## src/design/soc_pkg.sv

```systemverilog
// Shared address map, CSR register map, widths and reset constants for the SoC core
`default_nettype none

package soc_pkg;

	// ----------------------------------------
	// Wishbone bus
	// ----------------------------------------
	localparam int WB_ADR_W = 32;
	localparam int WB_DAT_W = 32;
	localparam int WB_SEL_W = 4;

	// Slot field of the address, bit 31 left out so the upper half shadows the lower
	localparam int SLOT_MSB = 30;
	localparam int SLOT_LSB = 28;
	localparam int SLOT_W = SLOT_MSB - SLOT_LSB + 1;
	localparam logic [SLOT_W-1:0] SLOT_NULL = 3'd0;
	localparam logic [SLOT_W-1:0] SLOT_MONITOR = 3'd1;
	localparam logic [SLOT_W-1:0] SLOT_CSR = 3'd6;

	// Monitor memory
	localparam int MON_WORDS = 512;
	localparam int MON_ADR_W = 9;

	// ----------------------------------------
	// CSR bus
	// ----------------------------------------
	localparam int CSR_ADR_W = 14;
	// Word address starts at bus bit 2
	localparam int CSR_ADR_LSB = 2;
	localparam int CSR_PAGE_W = 4;
	localparam logic [CSR_PAGE_W-1:0] SYSCTL_PAGE = 4'd1;

	// System controller registers
	localparam int REG_IDX_W = 3;
	localparam logic [REG_IDX_W-1:0] REG_GPIO_IN = 3'd0;
	localparam logic [REG_IDX_W-1:0] REG_GPIO_OUT = 3'd1;
	localparam logic [REG_IDX_W-1:0] REG_GPIO_MASK = 3'd2;
	localparam logic [REG_IDX_W-1:0] REG_TIMER_CTRL = 3'd3;
	localparam logic [REG_IDX_W-1:0] REG_TIMER_CMP = 3'd4;
	localparam logic [REG_IDX_W-1:0] REG_TIMER_CNT = 3'd5;
	localparam logic [REG_IDX_W-1:0] REG_SYS_CTRL = 3'd6;
	localparam logic [REG_IDX_W-1:0] REG_SYSTEM_ID = 3'd7;

	// Control bit positions
	localparam int TCTL_EN = 0;
	localparam int TCTL_AR = 1;
	localparam int SCTL_LOCK = 0;
	localparam int SCTL_BUSERR = 1;
	localparam int SCTL_HRST = 2;

	// GPIO and board identity
	localparam int GPIO_IN_W = 4;
	localparam int GPIO_OUT_W = 2;
	localparam logic [3:0] PCB_REVISION = 4'b0010;
	localparam logic [WB_DAT_W-1:0] SYSTEM_ID = 32'h5c01_0100;

	// Reset stretch length in cycles
	localparam int RST_STRETCH = 255;
	localparam int RST_CNT_W = $clog2(RST_STRETCH + 1);

endpackage

`default_nettype wire

```

## src/design/reset_gen.sv

```systemverilog
// Reset stretcher turning a pin or software request into a long system reset
`timescale 1ns/1ns
`default_nettype none

module reset_gen import soc_pkg::*; (
	input wire logic sys_clk,
	input wire logic trigger_reset,
	input wire logic hard_reset_i,
	output logic sys_rst_o
);

	// Counter starts loaded so reset is active from power-up
	logic [RST_CNT_W-1:0] rst_cnt = RST_CNT_W'(RST_STRETCH);
	logic sys_rst_q = 1'b1;

	always_ff @(posedge sys_clk) begin
		// Any request restarts the full stretch
		if (trigger_reset || hard_reset_i) begin
			rst_cnt <= RST_CNT_W'(RST_STRETCH);
		end else if (rst_cnt != '0) begin
			rst_cnt <= rst_cnt - 1'b1;
		end
		// Registered so the reset edge is clean
		sys_rst_q <= (rst_cnt != '0);
	end

	assign sys_rst_o = sys_rst_q;

endmodule

`default_nettype wire

```

## config.mk

```make
export PLATFORM = sky130hd
export DESIGN_NAME = reset_gen
export DESIGN_NICKNAME = d
export VERILOG_FILES = /design/src/design/soc_pkg.sv /design/src/design/reset_gen.sv
export SDC_FILE = /design/constraint.sdc
export NUM_CORES = 1
export LEC_CHECK = 0
export ABC_AREA = 1
export BUFFER_PORTS_ARGS = -buffer_cell sky130_fd_sc_hd__buf_4
export CAP_MARGIN = 20
export CORE_AREA = 4 4 41 43
export DETAILED_ROUTE_END_ITERATION = 8
export DIE_AREA = 0 0 45 47
export PLACE_DENSITY_LB_ADDON = 0.12
export SYNTH_ARGS = -nofsm -noshare
export SYNTH_HDL_FRONTEND = slang
export SYNTH_SLANG_ARGS = --single-unit
export TNS_END_PERCENT = 50
```

## constraint.sdc

```tcl
create_clock -name sys_clk -period 1.75 [get_ports sys_clk]
set_clock_uncertainty 0.15 [all_clocks]
set_input_delay 0.2625 -clock sys_clk [delete_from_list [all_inputs] [get_ports sys_clk]]
set_output_delay 0.2625 -clock sys_clk [all_outputs]
set_load 0.03 [all_outputs]
```

==> Word level (Yosys, flattened, before mapping) <==
Cells that the tools add are included.
{ "word_totals": {"regBits": 9, "in_bits": 3, "out_inout_bits": 1, "wordCells": 5} }
{ "op_classes": {"n_addsub": 1, "n_reduce_logical": 2} }
{ "ops": {"columns": ["operator", "count"], "rows": [
  ["nonzero test 8 bit", 1],
  ["subtractor 8 x 1 -> 8 bit, second input constant", 1],
  ["logical OR 1 bit", 1]
]} }

==> Depth between registers and ports, before layout <==
Gate-level depths: netlist (run 1).
{ "depth": {"depth_word": 1, "mapped_depth": 7, "depth_no_buf": 7} }

==> Worst setup path before layout (run 1) <==
OpenSTA, ideal clock, no wires.
{ "synth_path": {"path_kind": "reg-to-reg", "start": "register rst_cnt[0]", "end": "register rst_cnt[6]", "setup_time_ns": 0.136, "arrival_ns": 1.021, "t_required_ns": 1.464, "slack_ns": 0.443, "stages_incl_launch_ff": 7, "n_path_buf": 0, "cell_sequence": "dfxtp_1 > inv_1 > ha_1 > nor3b_4 > nand2_4 > nand2_1 > o21ai_1"} }
{ "synth_between": {"elab_chain_cells": 1, "elab_cells_between_ends": 2, "cone_classes": "add/sub (1); reduce/logical (1)"} }
{ "synth_rtl": {"columns": ["item", "line", "source"], "rows": [
  ["start: declaration", "reset_gen.sv:13", "logic [RST_CNT_W-1:0] rst_cnt = RST_CNT_W'(RST_STRETCH);"],
  ["start signal: assignment", "reset_gen.sv:19", "rst_cnt <= RST_CNT_W'(RST_STRETCH);"],
  ["start signal: assignment", "reset_gen.sv:21", "rst_cnt <= rst_cnt - 1'b1;"],
  ["subtractor 8 x 1 -> 8 bit / nonzero test 8 bit (equally long branches)", "reset_gen.sv:21, reset_gen.sv:20", null]
]} }
Several ways; a longest one is shown, not always the timed one.
A chain may end at the register's enable or synchronous reset.

==> Final worst setup path (run 1) <==
{ "layout_path": {"start": "register rst_cnt[0]", "end": "register rst_cnt[1]"} }
Same word-level chain as after synthesis.

==> results of run 1 <==
stage by stage:
| stage | utilization [%] | std cells | setup slack (ns) | hold WS, ns |
|---|---|---|---|---|
| 2_1_floorplan | - | 71 | 0.4428 | 0.2819 |
| 3_3_place_gp | 41.54 | 90 | 0.3773 | 0.3651 |
| 3_5_place_dp | 41.54 | 90 | 0.3462 | 0.3672 |
| 4_1_cts | 43.56 | 94 | 0.3379 | 0.1931 |
| 5_1_grt | 43.56 | 94 | 0.2408 | 0.2082 |
| 6_report | 43.56 | 94 | 0.3498 | 0.1989 |
power by group:
part	internal [mW]	total, mW	switching [mW]
combinational	0.00780	0.0169	0.00913
sequential	0.207	0.209	0.00170
clock	0.0878	0.159	0.0716
total	0.303	0.385	0.0825
cell type report:
type	instances	area (µm²)
inverter	11	41.29
multi-input combinational	51	270.3
clock buffer	4	26.28
timing repair buffer	4	30.03
fill	147	734.5
sequential	9	180.2
tap	15	18.77
metal layers:
layer | vias to the layer above | GRT usage (%)
li1 | 236 | -
met1 | 188 | 12.07
met2 | 9 | 16.67
met3 | 2 | 5.747
met4 | 0 | 3.509
met5 | - | 0
sequential cells by signal (all words and copies together), names as in the netlist:
name	count
rst_cnt	8
sys_rst_o	1
critical path, cell delays in order (launching register included):
cell     delay, ns
dfxtp_1       0.32
inv_1         0.13
ha_1          0.17
nor3b_4       0.24
nand2_4       0.13
nand2_1       0.09
nand3_1       0.06
cell usage in the layout (no fill, tap or decap), drive strengths merged:
master,instances
nand2,22
nor2,12
inv,11
nand3,10
dfxtp,9
buf,4
o21ai,4
clkbuf,4
ha,2
nor3b,1
cell families after synthesis:
group / after synthesis
AO/OA/AOI/OAI: 4
flip-flops: 9
adder cells (fa/ha/maj): 2
buffers and inverters: 11
AND/OR/NAND/NOR: 45
path summary, 6_finish.rpt:
| kind | startpoint | endpoint | slack, ns |
|---|---|---|---|
| worst max-delay path | rst_cnt[0] | rst_cnt[1] | 0.35 |
| worst min-delay path | trigger_reset | rst_cnt[3] | 0.20 |
| worst max register to register | rst_cnt[0] | rst_cnt[1] | 0.35 |
| worst min register to register | rst_cnt[1] | rst_cnt[1] | 0.38 |
==> summary.txt, run 1 <==
outcome = complete, no violations
layout net count = 85
ys async rst share = 0%
Unique masters post-synth = 14
core box area = 1301 µm²
top cell type's share of synthesized area = 36.64%
Compound-Gate Fraction of Synth Area = 4.835%
post-CTS sizing = 0
cell taking the most area after synthesis = dfxtp_1
Hold Path Depth = 4
Tot Pwr = 0.3852 mW
TritonCTS clock tree = done
Post-Synth XOR/XNOR Area = 0%
Final Max Slew Viols = 0
post-synthesis sequential area ratio = 36.64%
largest family of logic cells by synthesized area = simple AND/OR/NAND/NOR gates
highest routed metal layer = met4
RePlAce Congestion = 0.7874
Via density = 4.628
synthesis-to-finish area growth = 15.27%
initial antenna violation count = 0
Mean Syn Cell Area = 6.926 µm²
leakage power = 0.3415 nW
met3 routed WL = 57 µm
unrepaired setup endpoints after global routing = no
f_max = 0.7142 GHz
Die X = 45 µm
Worst setup SP type = flip-flop
register bit total from synthesis = 9
largest net degree at the start of global routing = 10
CP required = 1.75 ns
Design Area, Final = 566.8 µm²
Max-Slew Margin vs Limit = 81.86%
Critical Path Fanout Max = 9
Setup crit end kind = flip-flop
Maximum Capacitance Violations = 0
wire length per cell = 9.798 µm
clk sinks = 9
Max clock buf depth = 2
mux cell area share after synthesis = 0%
pwr dens = 679.6 nW/µm²
CTS root buffer = clkbuf_4
M1 WL = 444 µm
Post-Synth Adder-Cell Area = 5.089%
top cells by area, synth = dfxtp_1 (37%), nand2_1 (15%), nand3_1 (9.2%), nor2_1 (8.4%), inv_1 (6.9%)
post-DP HPWL = 699.6 µm
min Tclk post-route = 1.400 ns
total negative slack = 0 ns
Crit Path Class = flip-flop to flip-flop
reg2reg path depth = 6
cell area after synthesis = 491.7 µm²
Least-Margin Pin Slew = 0.2711 ns
hold buffers post-CTS = 0
final worst-path cycle share = 80.01%
buffers added on ports = 3
Skew-Pair Late Insertion Delay = 0.26 ns
# IOs = 4
H-tree depth = 1
clk slew on worst S/H paths = 0.06 ns
final setup vio count = 0
die height = 47 µm
GRT overflow = 0
post-synthesis simple-gate area fraction = 45.04%
Critical Path AT = 1.40 ns
Peak VDD IR = 0.4119 mV
routed wl met2 = 412 µm
Synth Warn # = 0
Initial Util = 37.79%
Placed Area = 540.5 µm²
layout cells sized above 1 = 20.25%
CTS Buf Count = 3
vias in the first global route = 396
most common cell in the synthesized netlist = nand2_1
final wirelength = 921 µm
Pre-Repair DR Iteration Count = 4
first-pass GRT wire length = 1566 µm
Initial DRC Count = 7
Primary FF master, synth = dfxtp_1
EDFF count, synth = 0
total track usage = 10.51%
# diodes = 0
DR DRC count = 0
Die Area = 2115 µm²
synth cell count leaders = nand2_1 (19), nor2_1 (11), dfxtp_1 (9), inv_1 (9), nand3_1 (9)
Vias = 435
hold crit path type = input port to flip-flop
Final ANT Viol Nets = 0
post-CTS setup buffer count = 0
row cnt = 13
Synth Instances = 71
Fin. Hold Viols = 0
syn nets = 76
No activity file was read; power rests on OpenSTA's default activity.
==> run 2: changes to the inputs <==
--- a/config.mk
+++ b/config.mk
@@ -5,7 +5,7 @@
 export SDC_FILE = /design/constraint.sdc
 export NUM_CORES = 1
 export LEC_CHECK = 0
-export ABC_AREA = 1
+export ABC_AREA = 0
 export BUFFER_PORTS_ARGS = -buffer_cell sky130_fd_sc_hd__buf_4
 export CAP_MARGIN = 20
 export CORE_AREA = 4 4 41 43
==> constraint.sdc (replaced) <==
create_clock -name sys_clk -period 1.31 [get_ports sys_clk]
set_clock_uncertainty 0.15 [all_clocks]
set_input_delay 0.1965 -clock sys_clk [delete_from_list [all_inputs] [get_ports sys_clk]]
set_output_delay 0.1965 -clock sys_clk [all_outputs]
set_load 0.03 [all_outputs]
==> run 2 against run 1 <==
Die area is the same. Critical path depth is 3 lower. Largest power group unchanged. Cell count shrank 11%. The run now ends with setup timing left. Critical endpoint is now rst_cnt[7].
==> summary.txt, run 2 <==
multi-input logic area = 269.0 µm² (was 270.3 µm²)
Sw Ratio = 22.45% (was 21.41%)
Least-Margin Pin Slew = 0.2300 ns (was 0.2711 ns)
wire length per cell = 12.75 µm (was 9.798 µm)
final setup vio count = 9 (was 0)
initial antenna violation count = 0 (unchanged)
Synth Warn # = 0 (unchanged)
GR Util met2 = 19.49% (was 16.67%)
layout cells sized above 1 = 44.93% (was 20.25%)
TritonCTS clock tree = done (unchanged)
Initial DRC Count = 7 (unchanged)
Tot Pwr = 0.5317 mW (was 0.3852 mW)
top cell type's share of synthesized area = 43.11% (was 36.64%)
RR Endpoint = rst_cnt[7] (was rst_cnt[1])
Max clock buf depth = 2 (unchanged)
Clock power frac = 40.8% (was 41.4%)
max reg flops = 8 (unchanged)
Post-Synth XOR/XNOR Area = 6.287% (was 0%)
register-to-register setup slack = -0.40 ns (was 0.35 ns)
cell taking the most area after synthesis = dfxtp_1 (unchanged)
Pre-Repair DR Iteration Count = 4 (unchanged)
Post-Synth Adder-Cell Area = 5.988% (was 5.089%)
largest net degree at the start of global routing = 8 (was 10)
CTS Buf Count = 3 (unchanged)
hold crit path type = input port to flip-flop (unchanged)
Die X = 45 µm (unchanged)
f_max = 0.5837 GHz (was 0.7142 GHz)
leakage power = 0.2717 nW (was 0.3415 nW)
Die Area = 2115 µm² (unchanged)
Via density = 5.143 (was 4.628)
vias in the first global route = 433 (was 396)
most common cell after layout, fill and taps aside = buf_4 (was nand2_1)
# IOs = 4 (unchanged)
Finished Core Util = 50.19% (was 43.56%)
top cells by area, synth = dfxtp_1 (43%), xnor2_1 (6.3%), ha_1 (6.0%), or4_1 (5.4%), o21ai_0 (4.8%) (was dfxtp_1 (37%), nand2_1 (15%), nand3_1 (9.2%), nor2_1 (8.4%), inv_1 (6.9%))
most frequent cells in the layout = buf_4 (19), dfxtp_1 (8), inv_1 (4), o21ai_0 (4) (was nand2_1 (19), nor2_1 (11), inv_1 (9), nand3_1 (9), dfxtp_1 (9))
Maximum Capacitance Violations = 0 (unchanged)
synthesis-to-finish area growth = 56.29% (was 15.27%)
grt met3 use = 2.682% (was 5.747%)
Design Area, Final = 653.1 µm² (was 566.8 µm²)
Skew-Pair Late Insertion Delay = 0.26 ns (about the same)
Peak VDD IR = 0.4223 mV (was 0.4119 mV)
Flop pwr share = 52.3% (was 54.2%)
Compound-Gate Fraction of Synth Area = 13.17% (was 4.835%)
violated checks = setup timing
Placed Area = 568.0 µm² (was 540.5 µm²)
row cnt = 13 (unchanged)
Vias = 432 (was 435)
Setup crit end kind = flip-flop (unchanged)
first-pass GRT wire length = 1766 µm (was 1566 µm)
DR DRC count = 0 (unchanged)
M1 GR Usage = 13.10% (was 12.07%)
clk sinks = 9 (unchanged)
Mean Syn Cell Area = 8.892 µm² (was 6.926 µm²)
Synth Instances = 47 (was 71)
Primary FF master, synth = dfxtp_1 (unchanged)
largest family of logic cells by synthesized area = simple AND/OR/NAND/NOR gates (unchanged)
hold buffers post-CTS = 0 (unchanged)
mux cell area share after synthesis = 0% (unchanged)
syn nets = 52 (was 76)
unrepaired setup endpoints after global routing = yes (was no)
die height = 47 µm (unchanged)
hold worst-path end = rst_cnt[5] (was rst_cnt[3])
register bit total from synthesis = 9 (unchanged)
post-synthesis simple-gate area fraction = 26.65% (was 45.04%)
Worst setup SP type = flip-flop (unchanged)
# diodes = 0 (unchanged)
Hold Path Depth = 4 (unchanged)
cell internal pwr = 0.4124 mW (was 0.3027 mW)
Crit Path Class = flip-flop to flip-flop (unchanged)
post-synthesis sequential area ratio = 43.11% (was 36.64%)
Final Max Slew Viols = 0 (unchanged)
final worst slack = -0.4031 ns (was 0.3498 ns)
register area = 181.4 µm² (was 180.2 µm²)
most common cell in the synthesized netlist = dfxtp_1 (was nand2_1)
buffers added on ports = 3 (unchanged)
GRT busiest layer = met2 (unchanged)
post-DP HPWL = 787.7 µm (was 699.6 µm)
pwr dens = 814.1 nW/µm² (was 679.6 nW/µm²)
EDFF count, synth = 0 (unchanged)
GRT overflow = 0 (unchanged)
CTS root buffer = clkbuf_4 (unchanged)
min-delay src = trigger_reset (unchanged)
switching pwr = 0.1193 mW (was 0.08246 mW)
reg2reg path depth = 3 (was 6)
final hold slack = 0.1253 ns (was 0.1989 ns)
Fin. Hold Viols = 0 (unchanged)
total track usage = 11.50% (was 10.51%)
final worst-path cycle share = 130.8% (was 80.01%)
Critical Path AT = 1.75 ns (was 1.40 ns)
Final ANT Viol Nets = 0 (unchanged)
layout net count = 75 (was 85)
Top reg by flops = rst_cnt (unchanged)
Initial Util = 32.12% (was 37.79%)
H-tree depth = 1 (unchanged)
synth cell count leaders = dfxtp_1 (9), inv_1 (4), o21ai_0 (4) (was nand2_1 (19), nor2_1 (11), dfxtp_1 (9), inv_1 (9), nand3_1 (9))
outcome = finished with violations (was complete, no violations)
Crit Reg-Reg Startpoint = rst_cnt[2] (was rst_cnt[0])
Comb pwr share = 6.9% (was 4.4%)
ys async rst share = 0% (unchanged)
clk slew on worst S/H paths = 0.07 ns (was 0.06 ns)
Unique masters post-synth = 20 (was 14)
Max-Slew Margin vs Limit = 84.50% (was 81.86%)
Critical Path Fanout Max = 4 (was 9)
CP required = 1.34 ns (was 1.75 ns)
fill cell count = 123 (was 147)
cell area after synthesis = 417.9 µm² (was 491.7 µm²)
core box area = 1301 µm² (unchanged)
final wirelength = 1071 µm (was 921 µm)
RePlAce Congestion = 0.8012 (was 0.7874)
min Tclk post-route = 1.713 ns (was 1.400 ns)
run 2: power by group through the flow:
stage	logic (mW)	clock network [mW]	registers (mW)
2_1_floorplan	0.0115	0	0.285
3_3_place_gp	0.0323	0	0.284
3_5_place_dp	0.0334	0	0.284
4_1_cts	0.0347	0.226	0.278
5_1_grt	0.0414	0.239	0.278
6_report	0.0367	0.217	0.278
run 2: cell type report:
cell class / count / share of cell area (%)
clock buffers: 4 / 4.023
inverters: 4 / 2.299
flip-flops and latches: 9 / 27.78
well taps: 15 / 2.874
repair buffers: 19 / 21.84
multi-input cells: 33 / 41.19
run 2: critical path, cell delays in order (launching register included):
cell and delay (ns):
dfxtp_2 0.32, or4_4 0.54, or4_1 0.43, o211ai_1 0.19
run 2: per-stage QoR:
stage / cells / TNS [ns] / worst slack, ns
floorplan: 47 / -2.643 / -0.4176
global placement: 79 / -3.093 / -0.3966
detailed placement: 79 / -3.357 / -0.4522
CTS: 84 / -2.533 / -0.3724
global route: 84 / -3.065 / -0.4179
finish: 84 / -2.631 / -0.4031
run 2: kinds of logic (layout without fill, tap and decap cells):
family	after synthesis	count (layout)
AO/OA/AOI/OAI	9	9
buffers and inverters	5	27
flip-flops	9	9
XOR/XNOR	3	3
adder cells (fa/ha/maj)	2	2
AND/OR/NAND/NOR	19	19
run 2: layer usage:
layer / up-vias / part of all wire, %
li1: 213 / -
met1: 205 / 42
met2: 12 / 52
met3: 2 / 4.9
met4: 0 / 0.56
met5: - / 0
run 2: repair_timing:
action                                  CTS  global route
endpoints found under the setup margin    9             9
gates resized for setup                   7             2
buffers inserted                          1             0
endpoints found under the hold margin     0             0
pin swaps                                 2             2
run 2: worst max-delay path by stage:
stage / startpoint / endpoint / slack [ns] / depth (start not counted)
after floorplan: rst_cnt[2] / rst_cnt[7] / -0.42 / 4
after CTS: rst_cnt[2] / rst_cnt[7] / -0.37 / 3
final: rst_cnt[2] / rst_cnt[7] / -0.40 / 3
after global routing: rst_cnt[2] / rst_cnt[7] / -0.42 / 3
after detailed placement: rst_cnt[5] / rst_cnt[7] / -0.45 / 3
after global placement: rst_cnt[5] / rst_cnt[7] / -0.40 / 3
==> run 3: changes to the inputs <==
--- a/config.mk
+++ b/config.mk
@@ -8,9 +8,9 @@
 export ABC_AREA = 0
 export BUFFER_PORTS_ARGS = -buffer_cell sky130_fd_sc_hd__buf_4
 export CAP_MARGIN = 20
-export CORE_AREA = 4 4 41 43
+export CORE_AREA = 2 2 39 41
 export DETAILED_ROUTE_END_ITERATION = 8
-export DIE_AREA = 0 0 45 47
+export DIE_AREA = 0 0 41 43
 export PLACE_DENSITY_LB_ADDON = 0.12
 export SYNTH_ARGS = -nofsm -noshare
 export SYNTH_HDL_FRONTEND = slang
==> run 3 against run 2 <==
The run still ends with setup timing left. Register-to-register slack better by 0.02 ns. Fmax rose by 1.2%. Flip-flop and latch count unchanged. Utilization is 3.1 points lower. Hold slack worse by 0.058 ns. Combinational power is 4% lower. Highest routed layer unchanged.
==> summary.txt, run 3 (synthesized netlist as in run 2, its figures left out) <==
final worst-path cycle share = 129.2% (was 130.8%)
GRT overflow = 0 (unchanged)
fill cell count = 129 (was 123)
register area = 181.4 µm² (unchanged)
final setup vio count = 9 (unchanged)
Via density = 5.214 (was 5.143)
largest net degree at the start of global routing = 8 (unchanged)
most frequent cells in the layout = buf_4 (18), dfxtp_1 (8), inv_1 (4) (was buf_4 (19), dfxtp_1 (8), inv_1 (4), o21ai_0 (4))
# IOs = 4 (unchanged)
synthesis-to-finish area growth = 55.99% (was 56.29%)
final hold slack = 0.06768 ns (was 0.1253 ns)
final worst slack = -0.3831 ns (was -0.4031 ns)
outcome = finished with violations (unchanged)
multi-input logic area = 274.0 µm² (was 269.0 µm²)
Peak VDD IR = 0.4097 mV (was 0.4223 mV)
# diodes = 0 (unchanged)
unrepaired setup endpoints after global routing = yes (unchanged)
TritonCTS clock tree = done (unchanged)
Top reg by flops = rst_cnt (unchanged)
first-pass GRT wire length = 2076 µm (was 1766 µm)
min Tclk post-route = 1.693 ns (was 1.713 ns)
Vias = 438 (was 432)
buffers added on ports = 3 (unchanged)
clk sinks = 9 (unchanged)
Design Area, Final = 651.9 µm² (was 653.1 µm²)
most common cell after layout, fill and taps aside = buf_4 (unchanged)
RePlAce Congestion = 0.7224 (was 0.8012)
vias in the first global route = 510 (was 433)
Initial Util = 30.20% (was 32.12%)
Crit Path Class = flip-flop to flip-flop (unchanged)
Maximum Capacitance Violations = 0 (unchanged)
DR DRC count = 0 (unchanged)
hold buffers post-CTS = 0 (unchanged)
total track usage = 18.31% (was 11.50%)
Fin. Hold Viols = 0 (unchanged)
Placed Area = 554.3 µm² (was 568.0 µm²)
Critical Path AT = 1.74 ns (was 1.75 ns)
hold crit path type = input port to flip-flop (unchanged)
f_max = 0.5906 GHz (was 0.5837 GHz)
clk slew on worst S/H paths = 0.06 ns (was 0.07 ns)
placed insts = 78 (was 79)
total negative slack = -2.623 ns (was -2.631 ns)
H-tree depth = 1 (unchanged)
max reg flops = 8 (unchanged)
CTS Buf Count = 3 (unchanged)
Setup crit end kind = flip-flop (unchanged)
CP required = 1.36 ns (was 1.34 ns)
row cnt = 14 (was 13)
Die X = 41 µm (was 45 µm)
Max-Slew Margin vs Limit = 70.76% (was 84.50%)
Pre-Repair DR Iteration Count = 4 (unchanged)
layout cells sized above 1 = 45.59% (was 44.93%)
Final ANT Viol Nets = 0 (unchanged)
Max clock buf depth = 2 (unchanged)
Die Area = 1763 µm² (was 2115 µm²)
layout net count = 74 (was 75)
initial antenna violation count = 0 (unchanged)
Skew-Pair Late Insertion Delay = 0.27 ns (was 0.26 ns)
CTS root buffer = clkbuf_4 (unchanged)
Final Max Slew Viols = 0 (unchanged)
pwr dens = 831.5 nW/µm² (was 814.1 nW/µm²)
die height = 43 µm (was 47 µm)
Non-Filler Instances = 84 (unchanged)
final wirelength = 1195 µm (was 1071 µm)
post-DP HPWL = 782.1 µm (was 787.7 µm)
Critical Path Fanout Max = 5 (was 4)
leakage power = 0.2651 nW (was 0.2717 nW)
Initial DRC Count = 14 (was 7)
Worst setup SP type = flip-flop (unchanged)
wire length per cell = 14.23 µm (was 12.75 µm)
Least-Margin Pin Slew = 0.4369 ns (was 0.2300 ns)
core box area = 1384 µm² (was 1301 µm²)
violated checks = setup timing (unchanged)
==> run 3: cell count changes in the layout (fill, tap and decap cells not counted) <==
cell,previous run,this run
o21ai_1,0,1
o21ai_0,4,3
nor3b_1,1,0
buf_4,19,18
nor3b_2,0,1
==> run 3: worst max-delay path, stage by stage (launching register included) <==
cell      delay (ns)
dfxtp_2         0.32
or4_4           0.56
or4_1           0.42
o211ai_1        0.17
==> run 3: through the flow <==
step	worst slack, ns	power, mW	utilization [%]
final	-0.3831	0.5421	47.11
after global routing	-0.4521	0.5692	47.11
after CTS	-0.3666	0.5464	46.11
after detailed placement	-0.4672	0.3154	40.05
after global placement	-0.4264	0.3134	40.05
after floorplan	-0.4176	0.2969	-
==> run 3: worst paths after layout <==
kind,start,endpoint,slack (ns),cells past startpoint
max,rst_cnt[2],rst_cnt[7],-0.38,3
max reg2reg,rst_cnt[2],rst_cnt[7],-0.38,3
min reg2reg,rst_cnt[7],rst_cnt[7],0.45,2
min,trigger_reset,rst_cnt[5],0.07,3
==> run 3: layout make-up <==
type | count | share of cell area, %
inverters | 4 | 2.303
well taps | 16 | 3.071
flip-flops and latches | 9 | 27.83
multi-input cells | 33 | 42.03
clock buffers | 4 | 4.031
repair buffers | 18 | 20.73
==> run 3: power by group <==
group          switching, mW  internal (mW)  total [mW]
registers            0.00148          0.277       0.278
logic                 0.0184         0.0169      0.0353
clock network          0.111          0.118       0.229
==> run 3: layer usage <==
layer / wire, µm / global-route usage, % / vias up
met5: 0 / 0 / -
li1: - / - / 214
met3: 44 / 6.283 / 5
met1: 430 / 19.42 / 210
met4: 36 / 13.33 / 0
met2: 684 / 28.13 / 9
==> run 3: repair_timing <==
| item | CTS | global route |
|---|---|---|
| endpoints found under the setup margin | 9 | 9 |
| pin swaps | 2 | 0 |
| endpoints found under the hold margin | 0 | 0 |
| buffers inserted | 2 | 0 |
| resized for setup | 9 | 2 |
